File: config.mk
export PLATFORM = sky130hd
export DESIGN_NAME = axis_slab_flat
export DESIGN_NICKNAME = d
export VERILOG_FILES = /design/src/logic/ray_box_ifs.sv /design/src/logic/axis_slab.sv /design/src/flat_wrapper.sv
export SDC_FILE = /design/constraint.sdc
export NUM_CORES = 2
export LEC_CHECK = 0
export ABC_CLOCK_PERIOD_IN_PS = 7400
export BUFFER_PORTS_ARGS = -buffer_cell sky130_fd_sc_hd__buf_2
export CAP_MARGIN = 20
export CORE_MARGIN = 2
export CORE_UTILIZATION = 25
export CTS_CLUSTER_SIZE = 40
export DETAILED_ROUTE_END_ITERATION = 8
export GPL_ROUTABILITY_DRIVEN = 0
export PLACE_DENSITY_LB_ADDON = 0.15
export SLEW_MARGIN = 25
export SYNTH_ARGS = -nofsm -noshare
export SYNTH_HDL_FRONTEND = slang
export SYNTH_SLANG_ARGS = --single-unit
File: constraint.sdc
create_clock -name clk -period 7.4 [get_ports clk]
set_input_delay 0.37 -clock clk [delete_from_list [all_inputs] [get_ports clk]]
set_output_delay 0.37 -clock clk [all_outputs]
set_load 0.03 [all_outputs]
File: src/logic/ray_box_ifs.sv
`timescale 1ns/1ps

// one axis of a ray and its box, feed stage to slab unit
interface ray_axis_if #(
	parameter int COORD_W = 32
) ();
	logic signed [COORD_W-1:0] origin;
	logic signed [COORD_W-1:0] box_min;
	logic signed [COORD_W-1:0] box_max;
	logic signed [COORD_W-1:0] inv_dir;  // 1/d in fixed point
	logic parallel;  // d is zero on this axis

	modport feed (
		output origin, box_min, box_max, inv_dir, parallel
	);

	modport slab (
		input origin, box_min, box_max, inv_dir, parallel
	);
endinterface

// slab interval of one axis, slab unit to combine stage
interface slab_if #(
	parameter int COORD_W = 32
) ();
	logic signed [COORD_W-1:0] t_enter;
	logic signed [COORD_W-1:0] t_exit;
	logic parallel;
	logic outside;  // origin not between the planes

	modport slab (
		output t_enter, t_exit, parallel, outside
	);

	modport combine (
		input t_enter, t_exit, parallel, outside
	);
endinterface

File: src/logic/axis_slab.sv
`timescale 1ns/1ps

module axis_slab #(
	parameter int COORD_W = 32,
	parameter int FRAC_BITS = 16
) (
	input logic clk,
	input logic rst,
	ray_axis_if.slab ray,
	slab_if.slab times
);
	localparam int PROD_W = 2 * COORD_W;

	logic signed [COORD_W-1:0] lo_dist;  // box_min - origin
	logic signed [COORD_W-1:0] hi_dist;  // box_max - origin
	logic signed [COORD_W-1:0] inv_dir_d1;
	logic outside_d1;
	logic parallel_d1;

	logic signed [PROD_W-1:0] lo_full;
	logic signed [PROD_W-1:0] hi_full;
	logic signed [PROD_W-1:0] lo_scaled;
	logic signed [PROD_W-1:0] hi_scaled;
	logic signed [COORD_W-1:0] lo_prod;  // time at the min plane
	logic signed [COORD_W-1:0] hi_prod;  // time at the max plane
	logic neg_d2;
	logic outside_d2;
	logic parallel_d2;

	logic signed [COORD_W-1:0] t_enter_q;
	logic signed [COORD_W-1:0] t_exit_q;
	logic outside_d3;
	logic parallel_d3;

	////////////////////////////////////////////////////////////////////////////
	// stage 1, distances to both planes
	////////////////////////////////////////////////////////////////////////////

	always_ff @(posedge clk or posedge rst) begin
		if (rst) begin
			lo_dist <= '0;
			hi_dist <= '0;
			inv_dir_d1 <= '0;
			outside_d1 <= 1'b0;
			parallel_d1 <= 1'b0;
		end else begin
			lo_dist <= ray.box_min - ray.origin;
			hi_dist <= ray.box_max - ray.origin;
			inv_dir_d1 <= ray.inv_dir;
			outside_d1 <= (ray.origin < ray.box_min) || (ray.origin > ray.box_max);
			parallel_d1 <= ray.parallel;
		end
	end

	////////////////////////////////////////////////////////////////////////////
	// stage 2, scale by 1/d
	////////////////////////////////////////////////////////////////////////////

	assign lo_full = lo_dist * inv_dir_d1;  // full double-width product
	assign hi_full = hi_dist * inv_dir_d1;
	assign lo_scaled = lo_full >>> FRAC_BITS;  // back to the word's binary point
	assign hi_scaled = hi_full >>> FRAC_BITS;

	always_ff @(posedge clk or posedge rst) begin
		if (rst) begin
			lo_prod <= '0;
			hi_prod <= '0;
			neg_d2 <= 1'b0;
			outside_d2 <= 1'b0;
			parallel_d2 <= 1'b0;
		end else begin
			lo_prod <= lo_scaled[COORD_W-1:0];  // truncate, upper bits dropped
			hi_prod <= hi_scaled[COORD_W-1:0];
			neg_d2 <= inv_dir_d1[COORD_W-1];  // direction sign for the swap
			outside_d2 <= outside_d1;
			parallel_d2 <= parallel_d1;
		end
	end

	////////////////////////////////////////////////////////////////////////////
	// stage 3, entry and exit by direction
	////////////////////////////////////////////////////////////////////////////

	always_ff @(posedge clk or posedge rst) begin
		if (rst) begin
			t_enter_q <= '0;
			t_exit_q <= '0;
			outside_d3 <= 1'b0;
			parallel_d3 <= 1'b0;
		end else begin
			t_enter_q <= neg_d2 ? hi_prod : lo_prod;  // negative d meets max plane first
			t_exit_q <= neg_d2 ? lo_prod : hi_prod;
			outside_d3 <= outside_d2;
			parallel_d3 <= parallel_d2;
		end
	end

	assign times.t_enter = t_enter_q;
	assign times.t_exit = t_exit_q;
	assign times.outside = outside_d3;
	assign times.parallel = parallel_d3;

endmodule

File: src/flat_wrapper.sv
// flat-port wrapper written by rule: the top's interface ports become plain ports
module axis_slab_flat 
#(
	parameter int COORD_W = 32,
	parameter int FRAC_BITS = 16
)
  (clk, rst, ray_origin, ray_box_min, ray_box_max, ray_inv_dir, ray_parallel, times_t_enter, times_t_exit, times_parallel, times_outside);
  ray_axis_if #(.COORD_W(COORD_W)) ray_i ();
  slab_if #(.COORD_W(COORD_W)) times_i ();
  input logic clk;
  input logic rst;
  input wire logic [$bits(ray_i.origin)-1:0] ray_origin;
  input wire logic [$bits(ray_i.box_min)-1:0] ray_box_min;
  input wire logic [$bits(ray_i.box_max)-1:0] ray_box_max;
  input wire logic [$bits(ray_i.inv_dir)-1:0] ray_inv_dir;
  input wire logic [$bits(ray_i.parallel)-1:0] ray_parallel;
  output wire logic [$bits(times_i.t_enter)-1:0] times_t_enter;
  output wire logic [$bits(times_i.t_exit)-1:0] times_t_exit;
  output wire logic [$bits(times_i.parallel)-1:0] times_parallel;
  output wire logic [$bits(times_i.outside)-1:0] times_outside;
  assign ray_i.origin = ray_origin;
  assign ray_i.box_min = ray_box_min;
  assign ray_i.box_max = ray_box_max;
  assign ray_i.inv_dir = ray_inv_dir;
  assign ray_i.parallel = ray_parallel;
  assign times_t_enter = times_i.t_enter;
  assign times_t_exit = times_i.t_exit;
  assign times_parallel = times_i.parallel;
  assign times_outside = times_i.outside;
  axis_slab #(.COORD_W(COORD_W), .FRAC_BITS(FRAC_BITS)) u_core (.clk(clk), .rst(rst), .ray(ray_i), .times(times_i));
endmodule
==> flow_metrics.tcl <==
set metrics [dict create \
    grt_max_degree 85 \
    finalCritPeriodShare_pct 99.59 \
    dp.cells 10790 \
    hold_ws_ns 0.08775 \
    crit_start "u_core.lo_dist[14]" \
    path_max_fanout 4 \
    crit_top_cell "fa_1" \
    r2r_start "u_core.lo_dist[14]" \
    crit_buf_inv 7 \
    critPathTopFamily "adder cells" \
    tritoncts "done" \
    ys_types 76 \
    start_util_pct 25.11 \
    slowest_stage "fa_2" \
    syn_avg_cell_area_um2 9.583 \
    coreArea_um2 265100 \
    ys_seq_area_share_pct 8.684 \
    hp-class "input pin to register" \
    finalClockSkew_ns 0.04857 \
    cts_made_buffers 37 \
    multi_input_area_um2 54190 \
    instances_no_fill 10980 \
    drive_above_1_share_pct 15.14 \
    seqCellArea_um2 5844 \
    vias 47100 \
    fin_crit_ns 7.369 \
    antenna_found_initial 28 \
    dp_hpwl_um 193800 \
    synth-async-reset-ratio_pct 100.0 \
    rows 189 \
    areaGrowthSynthToFinish_pct 18.82 \
    cts.sinks 231 \
    die_x_um 520.0 \
    status "finished with violations" \
    die_area_um2 270400 \
    finalSetupViolCount 0 \
    clk_path_buf_depth 3 \
    worst_slew_pin_slew_ns 0.9088 \
    die_h_um 520.0 \
    htree_num_levels 2 \
    nFillCells 27990 \
    grt_overflow_total 0 \
    finalHoldViolCount 0 \
    ys_warn_count 0 \
    ys_seq_elements 231 \
    ios 197 \
    wl_per_cell_um 20.84 \
    timing.fmax_mhz 135.7 \
    r2r_slack_ns 0.03 \
    grt_pass1_vias 52030 \
    maxCapViolCount 0 \
    io_buffers 196 \
    dr.pass1.iters 8 \
    slowest_delay_ns 0.58 \
    final.setup.tns_ns 0 \
    detail-route-antenna-nets 0 \
    clk_pin_slew_ns 0.07 \
    cp-end-kind "register" \
    drv_slew 0 \
    layout_commonest_cell "fa_1" \
    drc 20 \
    setup.worst_path.start_class "register" \
    final_cell_mix "1,631 x fa_1, 1,602 x inv_1, 1,000 x nand2_1" \
    synth_edf_count 0 \
    syn_nets 9145 \
    postSynthCellCount 6946 \
    worstHoldStart "ray_origin[1]" \
    grtUsageTotal_pct 17.18 \
    arrival_ns 7.90 \
    crit_type "register to register" \
    vias_per_cell 4.290 \
    critPathRequiredTime_ns 7.93 \
    slew_headroom_pct 38.98 \
    grt_pass1_wl_um 345800 \
    clk-insertion-delay-late_ns 0.67 \
    rsz0062_at_grt "yes" \
    cts-root-buf "clkbuf_16" \
    synth_ff_type "dfrtp_1" \
    fin_nets 9608 \
    post-route-util_pct 29.84 \
    totalWireLength_um 228800 \
    drt_iter0_markers 2194 \
    violations "design-rule violations" \
    synthesis.area_um2 66570 \
]
## cell type report
cell class,instances,area share [%]
diodes,7,0.02215
clock buffers,46,1.277
clock inverters,22,0.3100
inverters,1616,7.678
multi-input cells,4722,68.51
flip-flops and latches,231,7.389
well taps,3533,5.589
repair buffers,801,9.230
## worst reg2reg max path, delay by kind of cell (launching register included)
family | cells | cell delay (ns)
AOI/OAI and AO/OA | 3 | 0.48
xor gates and xnor gates | 1 | 0.18
adders and majority gates | 9 | 4.30
buffers and inverters | 7 | 0.92
DFF | 1 | 0.40
and+or+nand+nor | 5 | 1.02
## metal layers
metal  vias to the layer above  global-route usage, %  share of wire (%)
met4                        10                  1.980                1.5
met3                       125                  1.739                3.7
met2                       794                  29.53                 49
met1                     25210                  23.96                 46
li1                      20960                      -                  -
met5                         -                      0              0.026
## timing repair
action,4_1_cts,5_1_grt
hold endpoints to repair,114,0
setup endpoints to repair,30,43
resized for setup,91,181
pin swaps,61,131
gates cloned,2,8
hold buffers,34,0
buffers inserted,39,33
## state kept, by name, indices dropped and copies added, names as in the netlist
register	flops
u_core.times.t_enter	32
u_core.hi_prod	32
u_core.parallel_d2	1
u_core.neg_d2	1
u_core.times.parallel	1
u_core.outside_d2	1
u_core.times.outside	1
u_core.times.t_exit	32
u_core.outside_d1	1
u_core.lo_prod	32
u_core.inv_dir_d1	32
u_core.parallel_d1	1
u_core.lo_dist	32
u_core.hi_dist	32
## cells in the mapped netlist, drive strengths merged, types with 27 or more instances
cell       n  area (µm²)
o21ai     55       275.3
o21a      33       247.7
nor2      77       291.5
ha       390        4880
nor2b     32       207.7
a21o      43       324.1
xor2      51       446.7
clkbuf   371        1393
mux2      64       720.7
dfrtp    231        5781
and2     820        5134
inv     1616        6066
nor3      27       135.1
a21oi    107       535.5
xnor2    133        1165
nand2   1002        3761
fa      1678       33590
## through the flow
| step | area [µm²] | setup slack, ns |
|---|---|---|
| after floorplan | 66570 | 0.3683 |
| after global placement | 75450 | -0.7811 |
| after detailed placement | 75490 | -0.7317 |
| after CTS | 77870 | -0.02878 |
| after global routing | 79080 | -0.1567 |
| final | 79100 | 0.03061 |
## cell families (layout without fill, tap and decap cells)
family	Yosys count	after routing	synth area share, %
mux	66	66	1.113
compound gates	345	345	3.423
other cells	0	7	0
flops	231	231	8.684
buf+inv	1993	2485	11.25
fa+ha+maj	2068	2068	57.79
simple gates	2059	2059	15.32
xor+xnor	184	184	2.421
## worst paths after layout
path | end | cells past startpoint
worst min register to register | u_core.times.outside | 0
max in group asynchronous | u_core.inv_dir_d1[26] | 4
worst min-delay path | u_core.lo_dist[1] | 3
worst max-delay path | u_core.lo_prod[26] | 25
worst max register to register | u_core.lo_prod[26] | 25
min in group asynchronous | u_core.hi_dist[30] | 3
Power is not shown: default switching activity piles up to over one toggle a cycle in this logic, so the estimate is an artifact.
