<file path="config.mk">
export PLATFORM = sky130hd
export DESIGN_NAME = ray_feed_flat
export DESIGN_NICKNAME = d
export VERILOG_FILES = /design/src/logic/ray_box_pkg.sv /design/src/logic/ray_box_ifs.sv /design/src/logic/ray_feed.sv /design/src/flat_wrapper.sv
export SDC_FILE = /design/constraint.sdc
export NUM_CORES = 1
export LEC_CHECK = 0
export BUFFER_PORTS_ARGS = -buffer_cell sky130_fd_sc_hd__buf_2
export CAP_MARGIN = 20
export CORE_AREA = 2 2 298 300
export CTS_CLUSTER_SIZE = 24
export DETAILED_ROUTE_END_ITERATION = 10
export DIE_AREA = 0 0 300 302
export PLACE_DENSITY = 0.3
export SYNTH_ARGS = -nofsm -noshare
export SYNTH_HDL_FRONTEND = slang
export SYNTH_SLANG_ARGS = --single-unit
</file>
<file path="constraint.sdc">
create_clock -name clk -period 30.7 [get_ports clk]
set_clock_uncertainty 0.2 [all_clocks]
set_input_delay 3.07 -clock clk [delete_from_list [all_inputs] [get_ports clk]]
set_output_delay 3.07 -clock clk [all_outputs]
set_load 0.02 [all_outputs]
</file>
<file path="src/logic/ray_box_pkg.sv">
package ray_box_pkg;

	////////////////////////////////////////////////////////////////////////////
	// axis indexing
	////////////////////////////////////////////////////////////////////////////

	localparam int NUM_AXES = 3;  // x, y and z slabs
	localparam int AXIS_X = 0;
	localparam int AXIS_Y = 1;
	localparam int AXIS_Z = 2;

	////////////////////////////////////////////////////////////////////////////
	// pipeline depth
	////////////////////////////////////////////////////////////////////////////

	localparam int FEED_STAGES = 1;  // input register
	localparam int SLAB_STAGES = 3;  // subtract, multiply, order
	localparam int COMBINE_STAGES = 2;  // reduce, decide

	// cycles from an input edge to the matching hit
	localparam int HIT_LATENCY = FEED_STAGES + SLAB_STAGES + COMBINE_STAGES;

endpackage

</file>
<file path="src/logic/ray_box_ifs.sv">
`timescale 1ns/1ps

// one axis of a ray and its box, feed stage to slab unit
interface ray_axis_if #(
	parameter int COORD_W = 32
) ();
	logic signed [COORD_W-1:0] origin;
	logic signed [COORD_W-1:0] box_min;
	logic signed [COORD_W-1:0] box_max;
	logic signed [COORD_W-1:0] inv_dir;  // 1/d in fixed point
	logic parallel;  // d is zero on this axis

	modport feed (
		output origin, box_min, box_max, inv_dir, parallel
	);

	modport slab (
		input origin, box_min, box_max, inv_dir, parallel
	);
endinterface


</file>
<file path="src/logic/ray_feed.sv">
`timescale 1ns/1ps

module ray_feed #(
	parameter int COORD_W = 32
) (
	input logic clk,
	input logic rst,
	input logic signed [COORD_W-1:0] origin [ray_box_pkg::NUM_AXES],
	input logic signed [COORD_W-1:0] inv_dir [ray_box_pkg::NUM_AXES],
	input logic signed [COORD_W-1:0] box_min [ray_box_pkg::NUM_AXES],
	input logic signed [COORD_W-1:0] box_max [ray_box_pkg::NUM_AXES],
	input logic [ray_box_pkg::NUM_AXES-1:0] parallel,
	ray_axis_if.feed axis_x,
	ray_axis_if.feed axis_y,
	ray_axis_if.feed axis_z
);
	logic signed [COORD_W-1:0] origin_q [ray_box_pkg::NUM_AXES];
	logic signed [COORD_W-1:0] inv_dir_q [ray_box_pkg::NUM_AXES];
	logic signed [COORD_W-1:0] box_min_q [ray_box_pkg::NUM_AXES];
	logic signed [COORD_W-1:0] box_max_q [ray_box_pkg::NUM_AXES];
	logic [ray_box_pkg::NUM_AXES-1:0] parallel_q;

	// one register in front of the subtractors
	always_ff @(posedge clk or posedge rst) begin
		if (rst) begin
			for (int a = 0; a < ray_box_pkg::NUM_AXES; a++) begin
				origin_q[a] <= '0;
				inv_dir_q[a] <= '0;
				box_min_q[a] <= '0;
				box_max_q[a] <= '0;
			end
			parallel_q <= '0;
		end else begin
			origin_q <= origin;
			inv_dir_q <= inv_dir;
			box_min_q <= box_min;
			box_max_q <= box_max;
			parallel_q <= parallel;
		end
	end

	////////////////////////////////////////////////////////////////////////////
	// fan out, one interface per axis
	////////////////////////////////////////////////////////////////////////////

	assign axis_x.origin = origin_q[ray_box_pkg::AXIS_X];
	assign axis_x.box_min = box_min_q[ray_box_pkg::AXIS_X];
	assign axis_x.box_max = box_max_q[ray_box_pkg::AXIS_X];
	assign axis_x.inv_dir = inv_dir_q[ray_box_pkg::AXIS_X];
	assign axis_x.parallel = parallel_q[ray_box_pkg::AXIS_X];

	assign axis_y.origin = origin_q[ray_box_pkg::AXIS_Y];
	assign axis_y.box_min = box_min_q[ray_box_pkg::AXIS_Y];
	assign axis_y.box_max = box_max_q[ray_box_pkg::AXIS_Y];
	assign axis_y.inv_dir = inv_dir_q[ray_box_pkg::AXIS_Y];
	assign axis_y.parallel = parallel_q[ray_box_pkg::AXIS_Y];

	assign axis_z.origin = origin_q[ray_box_pkg::AXIS_Z];
	assign axis_z.box_min = box_min_q[ray_box_pkg::AXIS_Z];
	assign axis_z.box_max = box_max_q[ray_box_pkg::AXIS_Z];
	assign axis_z.inv_dir = inv_dir_q[ray_box_pkg::AXIS_Z];
	assign axis_z.parallel = parallel_q[ray_box_pkg::AXIS_Z];

endmodule

</file>
<file path="src/flat_wrapper.sv">
// flat-port wrapper written by rule: the top's interface ports become plain ports
module ray_feed_flat 
#(
	parameter int COORD_W = 32
)
  (clk, rst, origin, inv_dir, box_min, box_max, parallel, axis_x_origin, axis_x_box_min, axis_x_box_max, axis_x_inv_dir, axis_x_parallel, axis_y_origin, axis_y_box_min, axis_y_box_max, axis_y_inv_dir, axis_y_parallel, axis_z_origin, axis_z_box_min, axis_z_box_max, axis_z_inv_dir, axis_z_parallel);
  ray_axis_if #(.COORD_W(COORD_W)) axis_x_i ();
  ray_axis_if #(.COORD_W(COORD_W)) axis_y_i ();
  ray_axis_if #(.COORD_W(COORD_W)) axis_z_i ();
  input logic clk;
  input logic rst;
  input logic signed [COORD_W-1:0] origin[ray_box_pkg::NUM_AXES];
  input logic signed [COORD_W-1:0] inv_dir[ray_box_pkg::NUM_AXES];
  input logic signed [COORD_W-1:0] box_min[ray_box_pkg::NUM_AXES];
  input logic signed [COORD_W-1:0] box_max[ray_box_pkg::NUM_AXES];
  input logic [ray_box_pkg::NUM_AXES-1:0] parallel;
  output wire logic [$bits(axis_x_i.origin)-1:0] axis_x_origin;
  output wire logic [$bits(axis_x_i.box_min)-1:0] axis_x_box_min;
  output wire logic [$bits(axis_x_i.box_max)-1:0] axis_x_box_max;
  output wire logic [$bits(axis_x_i.inv_dir)-1:0] axis_x_inv_dir;
  output wire logic [$bits(axis_x_i.parallel)-1:0] axis_x_parallel;
  output wire logic [$bits(axis_y_i.origin)-1:0] axis_y_origin;
  output wire logic [$bits(axis_y_i.box_min)-1:0] axis_y_box_min;
  output wire logic [$bits(axis_y_i.box_max)-1:0] axis_y_box_max;
  output wire logic [$bits(axis_y_i.inv_dir)-1:0] axis_y_inv_dir;
  output wire logic [$bits(axis_y_i.parallel)-1:0] axis_y_parallel;
  output wire logic [$bits(axis_z_i.origin)-1:0] axis_z_origin;
  output wire logic [$bits(axis_z_i.box_min)-1:0] axis_z_box_min;
  output wire logic [$bits(axis_z_i.box_max)-1:0] axis_z_box_max;
  output wire logic [$bits(axis_z_i.inv_dir)-1:0] axis_z_inv_dir;
  output wire logic [$bits(axis_z_i.parallel)-1:0] axis_z_parallel;
  assign axis_x_origin = axis_x_i.origin;
  assign axis_x_box_min = axis_x_i.box_min;
  assign axis_x_box_max = axis_x_i.box_max;
  assign axis_x_inv_dir = axis_x_i.inv_dir;
  assign axis_x_parallel = axis_x_i.parallel;
  assign axis_y_origin = axis_y_i.origin;
  assign axis_y_box_min = axis_y_i.box_min;
  assign axis_y_box_max = axis_y_i.box_max;
  assign axis_y_inv_dir = axis_y_i.inv_dir;
  assign axis_y_parallel = axis_y_i.parallel;
  assign axis_z_origin = axis_z_i.origin;
  assign axis_z_box_min = axis_z_i.box_min;
  assign axis_z_box_max = axis_z_i.box_max;
  assign axis_z_inv_dir = axis_z_i.inv_dir;
  assign axis_z_parallel = axis_z_i.parallel;
  ray_feed #(.COORD_W(COORD_W)) u_core (.clk(clk), .rst(rst), .origin(origin), .inv_dir(inv_dir), .box_min(box_min), .box_max(box_max), .parallel(parallel), .axis_x(axis_x_i), .axis_y(axis_y_i), .axis_z(axis_z_i));
endmodule
</file>
==> results.json <==
{
  "cts_made_buffers": 46,
  "post-route-drc-count": 0,
  "pre_cts_ws_ns": 24.35,
  "synth_cell_types": 2,
  "worst_pin_slew_ns": 0.880,
  "wirelength_mm": 34.3,
  "post_synth_inst_count": 388,
  "nets": 1606,
  "antenna_found_initial": 4,
  "synth_top_area_share_pct": 100,
  "critical_path_arrival_ns": 5.94,
  "p_total_mw": 1.21,
  "cts_tree": "done",
  "finalSetupTns_ns": 0,
  "port-buffer-count": 775,
  "p_leak_nw": 8.38,
  "path_max_fanout": 67,
  "multi_input_area_um2": 0,
  "period_needed_ns": 5.54,
  "gp_congestion": 0.718,
  "crit_type": "input port to asynchronous set/reset pin",
  "dr.pass1.iters": 3,
  "clk_pin_slew_worst_paths_ns": 0.06,
  "start_util_pct": 11.1,
  "finalSetupViolations": 0,
  "max-vdd-ir-drop_mv": 0.0655,
  "ys_seq_elements": 387,
  "synth_area_per_cell_um2": 25.0,
  "grt_pass1_vias": 7440,
  "syn_to_final_growth_pct": 72.4,
  "grt_pass1_wl_mm": 47.3,
  "drtIter0Drc": 202,
  "overflow": 0,
  "yosysSeqAreaShare_pct": 100,
  "status": "completed",
  "post_cts_buffers": 0,
  "max_freq_ghz": 0.180,
  "core_um2": 87600,
  "place_hpwl_mm": 26.7,
  "power.density_nw_per_um2": 72.4,
  "fp.dieArea_um2": 90600,
  "track_usage_pct": 7.15,
  "synth_nets": 777,
  "ctsRootBufferMaster": "clkbuf_16",
  "ctsHoldBuffers": 0,
  "fp.dieH_um": 302,
  "cap_violations": 0,
  "layout_setup_ws_ns": 25.16,
  "hold_class": "input port to asynchronous set/reset pin",
  "rsz0062_at_grt": "false",
  "multi_input_gates": 0,
  "relSlewSlack_pct": 41.3,
  "slew_violations": 0,
  "drive_gt1_share_pct": 68.6,
  "finalHoldViolations": 0,
  "seqCellArea_um2": 9680,
  "viasPerCell": 2.70,
  "min_period_over_period_pct": 18.1,
  "netlist_area_um2": 9690,
  "cts_sinks": 387,
  "num_rows": 109,
  "synth_top_cell_by_area": "dfrtp_1",
  "cts_resized": 0,
  "ys_warn_count": 0,
  "worstSetupStartpointType": "input port",
  "clk_path_buf_depth": 3,
  "cp.required_ns": 31.10,
  "nFillCells": 9651,
  "die-width_um": 300,
  "cts_max_level": 2,
  "grt_max_degree": 82,
  "end_kind": "asynchronous set/reset pin",
  "wire_per_inst_um": 14.2,
  "via_count": 6537,
  "synth.top_cells.by_area": "dfrtp_1, inv_1",
  "postRouteAntennaNets": 0,
  "io_pins": 776
}
[cell type report]
type                  instances  share of cell area [%]
clock inverter               15                    1.31
timing repair buffer        781                    23.6
antenna                       2                  0.0300
tap                        1165                    8.73
inverter                      1                  0.0674
clock buffer                 66                    8.25
sequential                  387                    58.0
[metal layers]
metal | up-vias | part of all wire (%) | GRT usage [%]
li1 | 2873 | - | -
met1 | 3210 | 30 | 6.52
met2 | 386 | 56 | 13.5
met3 | 66 | 9.9 | 2.97
met5 | - | 0.023 | 0
met4 | 2 | 3.5 | 3.76
[cells in the final DEF (no fill, tap or decap)]
cell type / instances
inv_8: 1
buf_4: 5
clkbuf_1: 6
clkbuf_8: 13
clkinv_2: 4
buf_16: 1
bufinv_16: 5
buf_2: 775
clkbuf_16: 47
diode_2: 2
inv_6: 2
clkinvlp_4: 3
dfrtp_1: 387
clkinv_4: 1
[sequential cells by signal, summed over array words and instances, names as in the netlist, 32 cells and up]
register / flops
u_core.axis_y.origin: 32
u_core.axis_y.inv_dir: 32
u_core.axis_x.inv_dir: 32
u_core.axis_x.origin: 32
u_core.axis_y.box_min: 32
u_core.axis_z.origin: 32
u_core.axis_z.box_min: 32
u_core.axis_x.box_max: 32
u_core.axis_z.box_max: 32
u_core.axis_z.inv_dir: 32
u_core.axis_y.box_max: 32
u_core.axis_x.box_min: 32
[cell usage after synthesis]
cell and instances:
inv_1 1, dfrtp_1 387
[stage by stage]
stage	area [µm²]	hold slack, ns	util (%)	std cells
2_1_floorplan	9690	2.90	-	388
3_3_place_gp	15100	2.95	17.2	2333
3_5_place_dp	15100	2.95	17.2	2333
4_1_cts	16700	2.27	19.0	2414
5_1_grt	16700	2.29	19.1	2417
6_report	16700	2.29	19.1	2417
[critical path, cell delays in order]
cell	delay [ns]
buf_2	0.14
inv_8	0.29
buf_4	0.72
buf_4	0.74
buf_4	0.77
[cells by family (layout without fill, tap and decap cells)]
logic type,Yosys count,in the layout,share of synthesized area (%)
other,0,2,0
buffers and inverters,1,863,0.0387
flip-flops,387,387,100
[worst paths after layout]
kind,from,to,slack (ns)
worst max-delay path,rst,u_core.axis_z.origin[10]$_DFF_PP0_,25.16
max in group clk,u_core.axis_z.inv_dir[3]$_DFF_PP0_,axis_z_inv_dir[3],26.21
worst min-delay path,rst,u_core.axis_x.box_min[2]$_DFF_PP0_,2.29
min in group clk,origin[4],u_core.axis_z.origin[4]$_DFF_PP0_,2.39
[where the power goes]
group | total (mW) | internal, mW | leakage (nW) | switching (mW)
clock | 0.567 | 0.353 | 0.780 | 0.215
combinational | 0.100 | 0.0355 | 3.09 | 0.0645
sequential | 0.542 | 0.536 | 4.51 | 0.00618
total | 1.21 | 0.924 | 8.38 | 0.285
No activity file was read; power rests on OpenSTA's default activity.
