File: config.mk
export PLATFORM = sky130hd
export DESIGN_NAME = slab_combine_flat
export DESIGN_NICKNAME = d
export VERILOG_FILES = /design/src/logic/ray_box_pkg.sv /design/src/logic/ray_box_ifs.sv /design/src/logic/slab_combine.sv /design/src/flat_wrapper.sv
export SDC_FILE = /design/constraint.sdc
export NUM_CORES = 1
export LEC_CHECK = 0
export ABC_AREA = 1
export CAP_MARGIN = 5
export CORE_UTILIZATION = 50
export DETAILED_ROUTE_END_ITERATION = 10
export DONT_BUFFER_PORTS = 1
export GPL_TIMING_DRIVEN = 0
export PLACE_DENSITY_LB_ADDON = 0.08
export SLEW_MARGIN = 15
export SYNTH_ARGS = -nofsm -noshare
export SYNTH_HDL_FRONTEND = slang
export SYNTH_SLANG_ARGS = --single-unit
export TNS_END_PERCENT = 100
File: constraint.sdc
create_clock -name clk -period 2.6 [get_ports clk]
set_clock_uncertainty 0.05 [all_clocks]
set_input_delay 0.13 -clock clk [delete_from_list [all_inputs] [get_ports clk]]
set_output_delay 0.13 -clock clk [all_outputs]
set_load 0.02 [all_outputs]
File: src/logic/ray_box_pkg.sv
package ray_box_pkg;

	////////////////////////////////////////////////////////////////////////////
	// axis indexing
	////////////////////////////////////////////////////////////////////////////

	localparam int NUM_AXES = 3;  // x, y and z slabs
	localparam int AXIS_X = 0;
	localparam int AXIS_Y = 1;
	localparam int AXIS_Z = 2;

	////////////////////////////////////////////////////////////////////////////
	// pipeline depth
	////////////////////////////////////////////////////////////////////////////

	localparam int FEED_STAGES = 1;  // input register
	localparam int SLAB_STAGES = 3;  // subtract, multiply, order
	localparam int COMBINE_STAGES = 2;  // reduce, decide

	// cycles from an input edge to the matching hit
	localparam int HIT_LATENCY = FEED_STAGES + SLAB_STAGES + COMBINE_STAGES;

endpackage

File: src/logic/ray_box_ifs.sv


// slab interval of one axis, slab unit to combine stage
interface slab_if #(
	parameter int COORD_W = 32
) ();
	logic signed [COORD_W-1:0] t_enter;
	logic signed [COORD_W-1:0] t_exit;
	logic parallel;
	logic outside;  // origin not between the planes

	modport slab (
		output t_enter, t_exit, parallel, outside
	);

	modport combine (
		input t_enter, t_exit, parallel, outside
	);
endinterface

File: src/logic/slab_combine.sv
`timescale 1ns/1ps

module slab_combine #(
	parameter int COORD_W = 32
) (
	input logic clk,
	input logic rst,
	slab_if.combine slab_x,
	slab_if.combine slab_y,
	slab_if.combine slab_z,
	output logic hit
);
	localparam logic signed [COORD_W-1:0] T_MIN = {1'b1, {(COORD_W-1){1'b0}}};
	localparam logic signed [COORD_W-1:0] T_MAX = {1'b0, {(COORD_W-1){1'b1}}};

	logic signed [COORD_W-1:0] t_enter_a [ray_box_pkg::NUM_AXES];
	logic signed [COORD_W-1:0] t_exit_a [ray_box_pkg::NUM_AXES];
	logic [ray_box_pkg::NUM_AXES-1:0] par_a;
	logic [ray_box_pkg::NUM_AXES-1:0] out_a;

	logic signed [COORD_W-1:0] tnear_c;
	logic signed [COORD_W-1:0] tfar_c;
	logic signed [COORD_W-1:0] tnear_q;
	logic signed [COORD_W-1:0] tfar_q;
	logic blocked_q;
	logic all_parallel_q;

	// gather the three axes so the reduction can loop
	assign t_enter_a[ray_box_pkg::AXIS_X] = slab_x.t_enter;
	assign t_enter_a[ray_box_pkg::AXIS_Y] = slab_y.t_enter;
	assign t_enter_a[ray_box_pkg::AXIS_Z] = slab_z.t_enter;
	assign t_exit_a[ray_box_pkg::AXIS_X] = slab_x.t_exit;
	assign t_exit_a[ray_box_pkg::AXIS_Y] = slab_y.t_exit;
	assign t_exit_a[ray_box_pkg::AXIS_Z] = slab_z.t_exit;
	assign par_a[ray_box_pkg::AXIS_X] = slab_x.parallel;
	assign par_a[ray_box_pkg::AXIS_Y] = slab_y.parallel;
	assign par_a[ray_box_pkg::AXIS_Z] = slab_z.parallel;
	assign out_a[ray_box_pkg::AXIS_X] = slab_x.outside;
	assign out_a[ray_box_pkg::AXIS_Y] = slab_y.outside;
	assign out_a[ray_box_pkg::AXIS_Z] = slab_z.outside;

	////////////////////////////////////////////////////////////////////////////
	// stage 1, interval intersection
	////////////////////////////////////////////////////////////////////////////

	always_comb begin
		tnear_c = T_MIN;  // no axis constrains yet
		tfar_c = T_MAX;
		for (int a = 0; a < ray_box_pkg::NUM_AXES; a++) begin
			if (!par_a[a]) begin  // parallel axes add no bound
				if (t_enter_a[a] > tnear_c)
					tnear_c = t_enter_a[a];
				if (t_exit_a[a] < tfar_c)
					tfar_c = t_exit_a[a];
			end
		end
	end

	always_ff @(posedge clk or posedge rst) begin
		if (rst) begin
			tnear_q <= '0;
			tfar_q <= '0;
			blocked_q <= 1'b0;
			all_parallel_q <= 1'b0;
		end else begin
			tnear_q <= tnear_c;
			tfar_q <= tfar_c;
			blocked_q <= |(par_a & out_a);  // parallel and outside, never reaches box
			all_parallel_q <= &par_a;
		end
	end

	////////////////////////////////////////////////////////////////////////////
	// stage 2, hit decision
	////////////////////////////////////////////////////////////////////////////

	always_ff @(posedge clk or posedge rst) begin
		if (rst) begin
			hit <= 1'b0;
		end else begin
			hit <= !blocked_q && (all_parallel_q || ((tfar_q >= tnear_q) && (tfar_q > 0)));
		end
	end

endmodule

File: src/flat_wrapper.sv
// flat-port wrapper written by rule: the top's interface ports become plain ports
module slab_combine_flat 
#(
	parameter int COORD_W = 32
)
  (clk, rst, hit, slab_x_t_enter, slab_x_t_exit, slab_x_parallel, slab_x_outside, slab_y_t_enter, slab_y_t_exit, slab_y_parallel, slab_y_outside, slab_z_t_enter, slab_z_t_exit, slab_z_parallel, slab_z_outside);
  slab_if #(.COORD_W(COORD_W)) slab_x_i ();
  slab_if #(.COORD_W(COORD_W)) slab_y_i ();
  slab_if #(.COORD_W(COORD_W)) slab_z_i ();
  input logic clk;
  input logic rst;
  output logic hit;
  input wire logic [$bits(slab_x_i.t_enter)-1:0] slab_x_t_enter;
  input wire logic [$bits(slab_x_i.t_exit)-1:0] slab_x_t_exit;
  input wire logic [$bits(slab_x_i.parallel)-1:0] slab_x_parallel;
  input wire logic [$bits(slab_x_i.outside)-1:0] slab_x_outside;
  input wire logic [$bits(slab_y_i.t_enter)-1:0] slab_y_t_enter;
  input wire logic [$bits(slab_y_i.t_exit)-1:0] slab_y_t_exit;
  input wire logic [$bits(slab_y_i.parallel)-1:0] slab_y_parallel;
  input wire logic [$bits(slab_y_i.outside)-1:0] slab_y_outside;
  input wire logic [$bits(slab_z_i.t_enter)-1:0] slab_z_t_enter;
  input wire logic [$bits(slab_z_i.t_exit)-1:0] slab_z_t_exit;
  input wire logic [$bits(slab_z_i.parallel)-1:0] slab_z_parallel;
  input wire logic [$bits(slab_z_i.outside)-1:0] slab_z_outside;
  assign slab_x_i.t_enter = slab_x_t_enter;
  assign slab_x_i.t_exit = slab_x_t_exit;
  assign slab_x_i.parallel = slab_x_parallel;
  assign slab_x_i.outside = slab_x_outside;
  assign slab_y_i.t_enter = slab_y_t_enter;
  assign slab_y_i.t_exit = slab_y_t_exit;
  assign slab_y_i.parallel = slab_y_parallel;
  assign slab_y_i.outside = slab_y_outside;
  assign slab_z_i.t_enter = slab_z_t_enter;
  assign slab_z_i.t_exit = slab_z_t_exit;
  assign slab_z_i.parallel = slab_z_parallel;
  assign slab_z_i.outside = slab_z_outside;
  slab_combine #(.COORD_W(COORD_W)) u_core (.clk(clk), .rst(rst), .slab_x(slab_x_i), .slab_y(slab_y_i), .slab_z(slab_z_i), .hit(hit));
endmodule
==> flow_summary.json, run 1 <==
{
  "setup_ws_ps": -1990,
  "violations": "setup timing",
  "synthDistinctLibCells": 39,
  "rsz0062_at_grt": "true",
  "worstReg2RegEnd": "u_core.hit",
  "fmax_ghz": 0.218,
  "gp_congestion": 0.857,
  "startpoint_type": "primary input",
  "clk_pin_slew_worst_paths_ps": 50,
  "ios": 201,
  "grt_pass1_wl_mm": 35.3,
  "start_util_pct": 51.3,
  "drive_gt1_share_pct": 20.8,
  "avgSynthCellArea_sq_um": 7.07,
  "pwr_density_cell_nw_per_um2": 508,
  "grt_max_degree": 65,
  "viasPerCell": 5.80,
  "vdd_ir_drop_max_uv": 416,
  "port_buffers": 0,
  "coreArea_sq_um": 14500,
  "die_y_microns": 124,
  "clk-insertion-delay-late_ps": 330,
  "yosys_register_bits": 67,
  "r2r_slack_ps": 190,
  "dr.pass1.iters": 5,
  "min_path_type": "in2reg",
  "instances_no_fill": 1383,
  "hold_end": "u_core.tnear_q[29]",
  "hold_viol": 0,
  "dp.final_hpwl_mm": 16.4,
  "synth_area_sq_um": 7460,
  "antenna_found_initial": 0,
  "htree_levels": 3,
  "worstHoldStart": "slab_y_t_enter[29]",
  "maxSlewHeadroom_pct": 68.2,
  "maxSlewViolCount": 0,
  "p_leak_nw": 5.24,
  "ctsLongestPathBuffers": 2,
  "fin_crit_ps": 4590,
  "crit_buf_inv": 9,
  "status": "finished with violations",
  "path_delay_family": "compound AO/OA/AOI/OAI gates",
  "final_antenna_net_count": 0,
  "synth_cells": 1056,
  "fp-row-count": 44,
  "cts_tree": "built",
  "fillers": 1208,
  "worst_ep_arrival_time_ps": 4740,
  "die_area_sq_um": 15400,
  "worstPathRequired_ps": 2750,
  "layout_commonest_cell": "nand2_1",
  "antenna_cells": 0,
  "worst_path_max_delay_cell": "a2111o_1",
  "reg2regPathDepth": 13,
  "clkSinkCount": 67,
  "grt_pass1_vias": 7517,
  "maxCapViolCount": 0,
  "synth-seq-area-share_pct": 22.5,
  "grtUsageTotal_pct": 29.8,
  "hold_depth": 2,
  "die_w_microns": 124,
  "period_share_pct": 176,
  "fin_util_pct": 71.4,
  "numCtsBuffers": 9,
  "placed_cells": 1241,
  "drc": 0,
  "crit_fanout": 10,
  "setup_viol": 64,
  "ys.warnings.count": 0,
  "critPathKind": "in2reg",
  "syn_to_final_growth_pct": 39.1,
  "r2r-start": "u_core.tfar_q[17]",
  "worst_pin_slew_ps": 477,
  "drt-wirelength-per-cell_microns": 17.7,
  "critical_path.most_common_cell": "o21ai_1",
  "synth_fp_nets": 1414,
  "final_cell_mix": "nand2_1, ha_1, inv_1",
  "fin_nets": 1552,
  "routed_wl_mm": 24.5,
  "num_vias": 8025,
  "critical_path.max_stage_delay_ps": 390,
  "drtIter0Drc": 494,
  "finalPower_mw": 5.27,
  "cp-end-kind": "register",
  "clockRootBuffer": "clkbuf_16",
  "grt_overflow_total": 0
}
## final cells by class
| class | instances | area (sq um) | area share [%] |
|---|---|---|---|
| plain buffers | 40 | 505 | 4.87 |
| clock buffers | 14 | 264 | 2.54 |
| clock inverters | 2 | 10.0 | 0.0964 |
| inverters | 136 | 538 | 5.18 |
| multi-input cells | 815 | 5870 | 56.6 |
| flip-flops and latches | 67 | 1680 | 16.2 |
| well taps | 184 | 230 | 2.22 |
| repair buffers | 124 | 1270 | 12.3 |
| repair inverters | 1 | 11.3 | 0.108 |
## sequential cells by signal, indices dropped and copies added (netlist names)
| register | cells |
|---|---|
| u_core.tnear_q | 32 |
| u_core.all_parallel_q | 1 |
| u_core.blocked_q | 1 |
| u_core.hit | 1 |
| u_core.tfar_q | 32 |
## how the worst max path moves through the flow
| stage | from | depth (start not counted) | to | slack [ps] |
|---|---|---|---|---|
| 5_1_grt | slab_x_parallel | 32 | u_core.tnear_q[27] | -2140 |
| 4_1_cts | slab_x_parallel | 32 | u_core.tnear_q[17] | -1590 |
| 3_3_place_gp | slab_x_parallel | 27 | u_core.tnear_q[22] | -2540 |
| 2_1_floorplan | slab_x_parallel | 33 | u_core.tnear_q[4] | -1430 |
| 3_5_place_dp | slab_x_parallel | 30 | u_core.tnear_q[19] | -2520 |
| 6_report | slab_x_parallel | 32 | u_core.tnear_q[27] | -1990 |
## where the power goes
| group | switching (mW) | total, mW | internal (mW) | leakage (nW) |
|---|---|---|---|---|
| combinational | 1.54 | 2.78 | 1.24 | 4.30 |
| clock | 0.405 | 1.10 | 0.694 | 0.137 |
| sequential | 0.112 | 1.39 | 1.28 | 0.800 |
## stage by stage
| step | worst slack (ps) | setup TNS, ps | instance area (sq um) | hold WS (ps) |
|---|---|---|---|---|
| after floorplan | -1430 | -77490 | 7700 | 196 |
| after global placement | -2540 | -135360 | 7940 | 204 |
| after detailed placement | -2520 | -134730 | 7970 | -169 |
| after CTS | -1590 | -92360 | 9860 | -128 |
| after global routing | -2140 | -122950 | 10400 | 3.20 |
| final | -1990 | -109960 | 10400 | 3.08 |
## repair_timing
| item | CTS | global route |
|---|---|---|
| buffers inserted | 21 | 16 |
| hold buffers | 75 | 1 |
| setup endpoints to repair | 64 | 65 |
| resized for setup | 192 | 96 |
| pin swaps | 24 | 33 |
| gates cloned | 10 | 3 |
| endpoints found under the hold margin | 132 | 1 |
## kinds of logic after synthesis
family	after synthesis	share of synthesized area, %
buf+inv	176	9.32
simple gates	411	24.1
flops	67	22.5
xor+xnor	1	0.117
compound gates	243	17.4
fa+ha+maj	158	26.5
## layer usage
metal / part of all wire [%] / global-route usage [%]
met5: 0 / 0
met4: 2.7 / 8.63
met3: 6.7 / 6.36
met2: 49 / 50.6
met1: 42 / 37.6
## cell usage after synthesis
cell | count | area (sq um)
dfrtp_1 | 67 | 1680
nand3_4 | 2 | 35.0
buf_2 | 10 | 50.1
nand3b_1 | 1 | 7.51
ha_1 | 158 | 1980
o21bai_1 | 2 | 15.0
nand2_4 | 1 | 11.3
o21ba_2 | 1 | 10.0
inv_1 | 134 | 503
and2_1 | 1 | 6.26
nand3_2 | 2 | 20.0
o21ai_1 | 4 | 20.0
a211oi_1 | 5 | 37.5
nand4_1 | 51 | 319
clkinv_1 | 2 | 7.51
o21a_1 | 3 | 22.5
and3_1 | 1 | 6.26
o221a_2 | 1 | 11.3
o21ai_0 | 141 | 706
clkbuf_1 | 27 | 101
nor4_1 | 10 | 62.6
nand3b_4 | 1 | 20.0
a21oi_2 | 1 | 8.76
o211ai_1 | 5 | 37.5
nor3_1 | 13 | 65.1
a221oi_1 | 1 | 8.76
a21o_1 | 2 | 15.0
a31oi_1 | 2 | 12.5
a2111o_1 | 1 | 11.3
buf_6 | 3 | 33.8
o221ai_1 | 2 | 17.5
xnor2_1 | 1 | 8.76
nand3_1 | 12 | 60.1
a2111oi_0 | 1 | 8.76
nand2_1 | 257 | 965
nor2_1 | 58 | 218
a21oi_1 | 70 | 350
o2111ai_1 | 1 | 8.76
nand2_2 | 1 | 6.26
(Power assumes the default switching activity.)
==> run 2, diff against run 1 <==
Clock period 2.6 ns to 5.2 ns, I/O delays scaled along.
==> flow_summary.json, run 2 (synthesized netlist as in run 1, its figures left out) <==
{
  "status": "finished clean",
  "r2r_slack_ps": 2770,
  "hold_end": "u_core.tnear_q[2]",
  "routed_wl_mm": 19.2,
  "worst_ep_arrival_time_ps": 5010,
  "maxSlewViolCount": 0,
  "drt-wirelength-per-cell_microns": 15.2,
  "holdWs_ps": 14.3,
  "clk_pin_slew_worst_paths_ps": 50,
  "period_share_pct": 92.7,
  "num_vias": 6911,
  "instances_no_fill": 1267,
  "worstReg2RegEnd": "u_core.hit",
  "drc": 0,
  "final_cell_mix": "nand2_1, ha_1, inv_1",
  "die_y_microns": 124,
  "grt_overflow_total": 0,
  "coreArea_sq_um": 14500,
  "worstPathRequired_ps": 5390,
  "worst_pin_slew_ps": 478,
  "r2r-start": "u_core.tfar_q[19]",
  "startpoint_type": "primary input",
  "drive_gt1_share_pct": 6.46,
  "worstHoldStart": "slab_z_t_enter[2]",
  "htree_levels": 3,
  "numCtsBuffers": 9,
  "cts_tree": "built",
  "dp.final_hpwl_mm": 16.4,
  "top_regs": "u_core.tfar_q: 32 flops, u_core.tnear_q: 32 flops",
  "grt_pass1_wl_mm": 30.2,
  "ios": 201,
  "hold_viol": 0,
  "die_area_sq_um": 15400,
  "antenna_cells": 0,
  "p_leak_nw": 4.41,
  "antenna_found_initial": 0,
  "die_w_microns": 124,
  "fmax_ghz": 0.207,
  "placed_cells": 1241,
  "clkSinkCount": 67,
  "min_path_type": "in2reg",
  "fin_nets": 1436,
  "cp-end-kind": "register",
  "fin_crit_ps": 4820,
  "vdd_ir_drop_max_uv": 177,
  "critPathKind": "in2reg",
  "crit_fanout": 10,
  "setup_ws_ps": 378,
  "ctsLongestPathBuffers": 2,
  "setup_tns_ps": 0,
  "clk-insertion-delay-late_ps": 330,
  "gp_congestion": 0.845,
  "dr.pass1.iters": 5,
  "final_antenna_net_count": 0,
  "layout_commonest_cell": "nand2_1",
  "setup_viol": 0,
  "reg2regPathDepth": 13,
  "pwr_density_cell_nw_per_um2": 282,
  "worst_path_max_delay_cell": "a2111o_1",
  "grt_max_degree": 37,
  "start_util_pct": 51.3,
  "viasPerCell": 5.45,
  "syn_to_final_growth_pct": 10.3,
  "fp-row-count": 44,
  "grtUsageTotal_pct": 25.3,
  "critical_path.max_stage_delay_ps": 310,
  "clockRootBuffer": "clkbuf_16",
  "port_buffers": 0,
  "post-place-ws_ps": -1680,
  "critical_path.most_common_cell": "nand2_1",
  "hold_depth": 2,
  "maxSlewHeadroom_pct": 68.2,
  "drtIter0Drc": 368,
  "maxCapViolCount": 0,
  "grt_pass1_vias": 6522
}
## run 2: report_power, final
part           internal, mW  total, mW  switching [mW]  leakage [nW]
clock network         0.442      0.645           0.203         0.165
registers             0.639      0.695          0.0561         0.800
logic                 0.388      0.978           0.590          3.44
total                  1.47       2.32           0.848          4.41
## run 2: worst max-delay path by stage
stage / to / startpoint / slack (ps) / depth (start not counted)
floorplan: u_core.tnear_q[3] / slab_x_parallel / 540 / 33
global placement: u_core.tnear_q[22] / slab_x_parallel / -1650 / 31
detailed placement: u_core.tnear_q[21] / slab_x_parallel / -1680 / 31
CTS: u_core.tnear_q[22] / slab_x_parallel / 50 / 31
global route: u_core.tnear_q[15] / slab_x_parallel / -5 / 31
finish: u_core.tnear_q[19] / slab_x_parallel / 380 / 31
## run 2: timing repair
item / CTS / global route
endpoints found under the hold margin: 37 / 0
setup buffers: 1 / 1
pin swaps: 0 / 2
hold buffers: 8 / 0
resized for setup: 22 / 57
setup endpoints to repair: 62 / 63
## run 2: area by class of cell
class	instances	area [sq um]
buffer	40	231
clock buffer	11	253
clock inverter	5	75.1
fill	1459	6310
inverter	136	518
multi-input combinational	813	5130
sequential	67	1680
tap	184	230
timing repair buffer	11	115
## run 2: stage by stage
step | power, mW | area [sq um] | util, %
5_1_grt | 2.56 | 8230 | 56.6
6_report | 2.32 | 8230 | 56.6
3_5_place_dp | 1.65 | 7710 | 53.1
4_1_cts | 2.32 | 8170 | 56.2
3_3_place_gp | 1.63 | 7690 | 52.9
2_1_floorplan | 1.42 | 7460 | -
## run 2: routing by layer
layer | vias up | wire length, microns | global-route usage [%]
met5 | - | 0 | 0
li1 | 3651 | - | -
met4 | 0 | 318 | 6.47
met3 | 26 | 1300 | 6.14
met1 | 3088 | 8460 | 32.0
met2 | 146 | 9140 | 43.0
## run 2: worst max-delay path: cells and delay by family
family / cells / cell delay, ps
AND/OR/NAND/NOR: 11 / 1340
adder cells (fa/ha/maj): 2 / 560
buffers and inverters: 9 / 1210
AO/OA/AOI/OAI: 8 / 1500
XOR/XNOR: 1 / 120
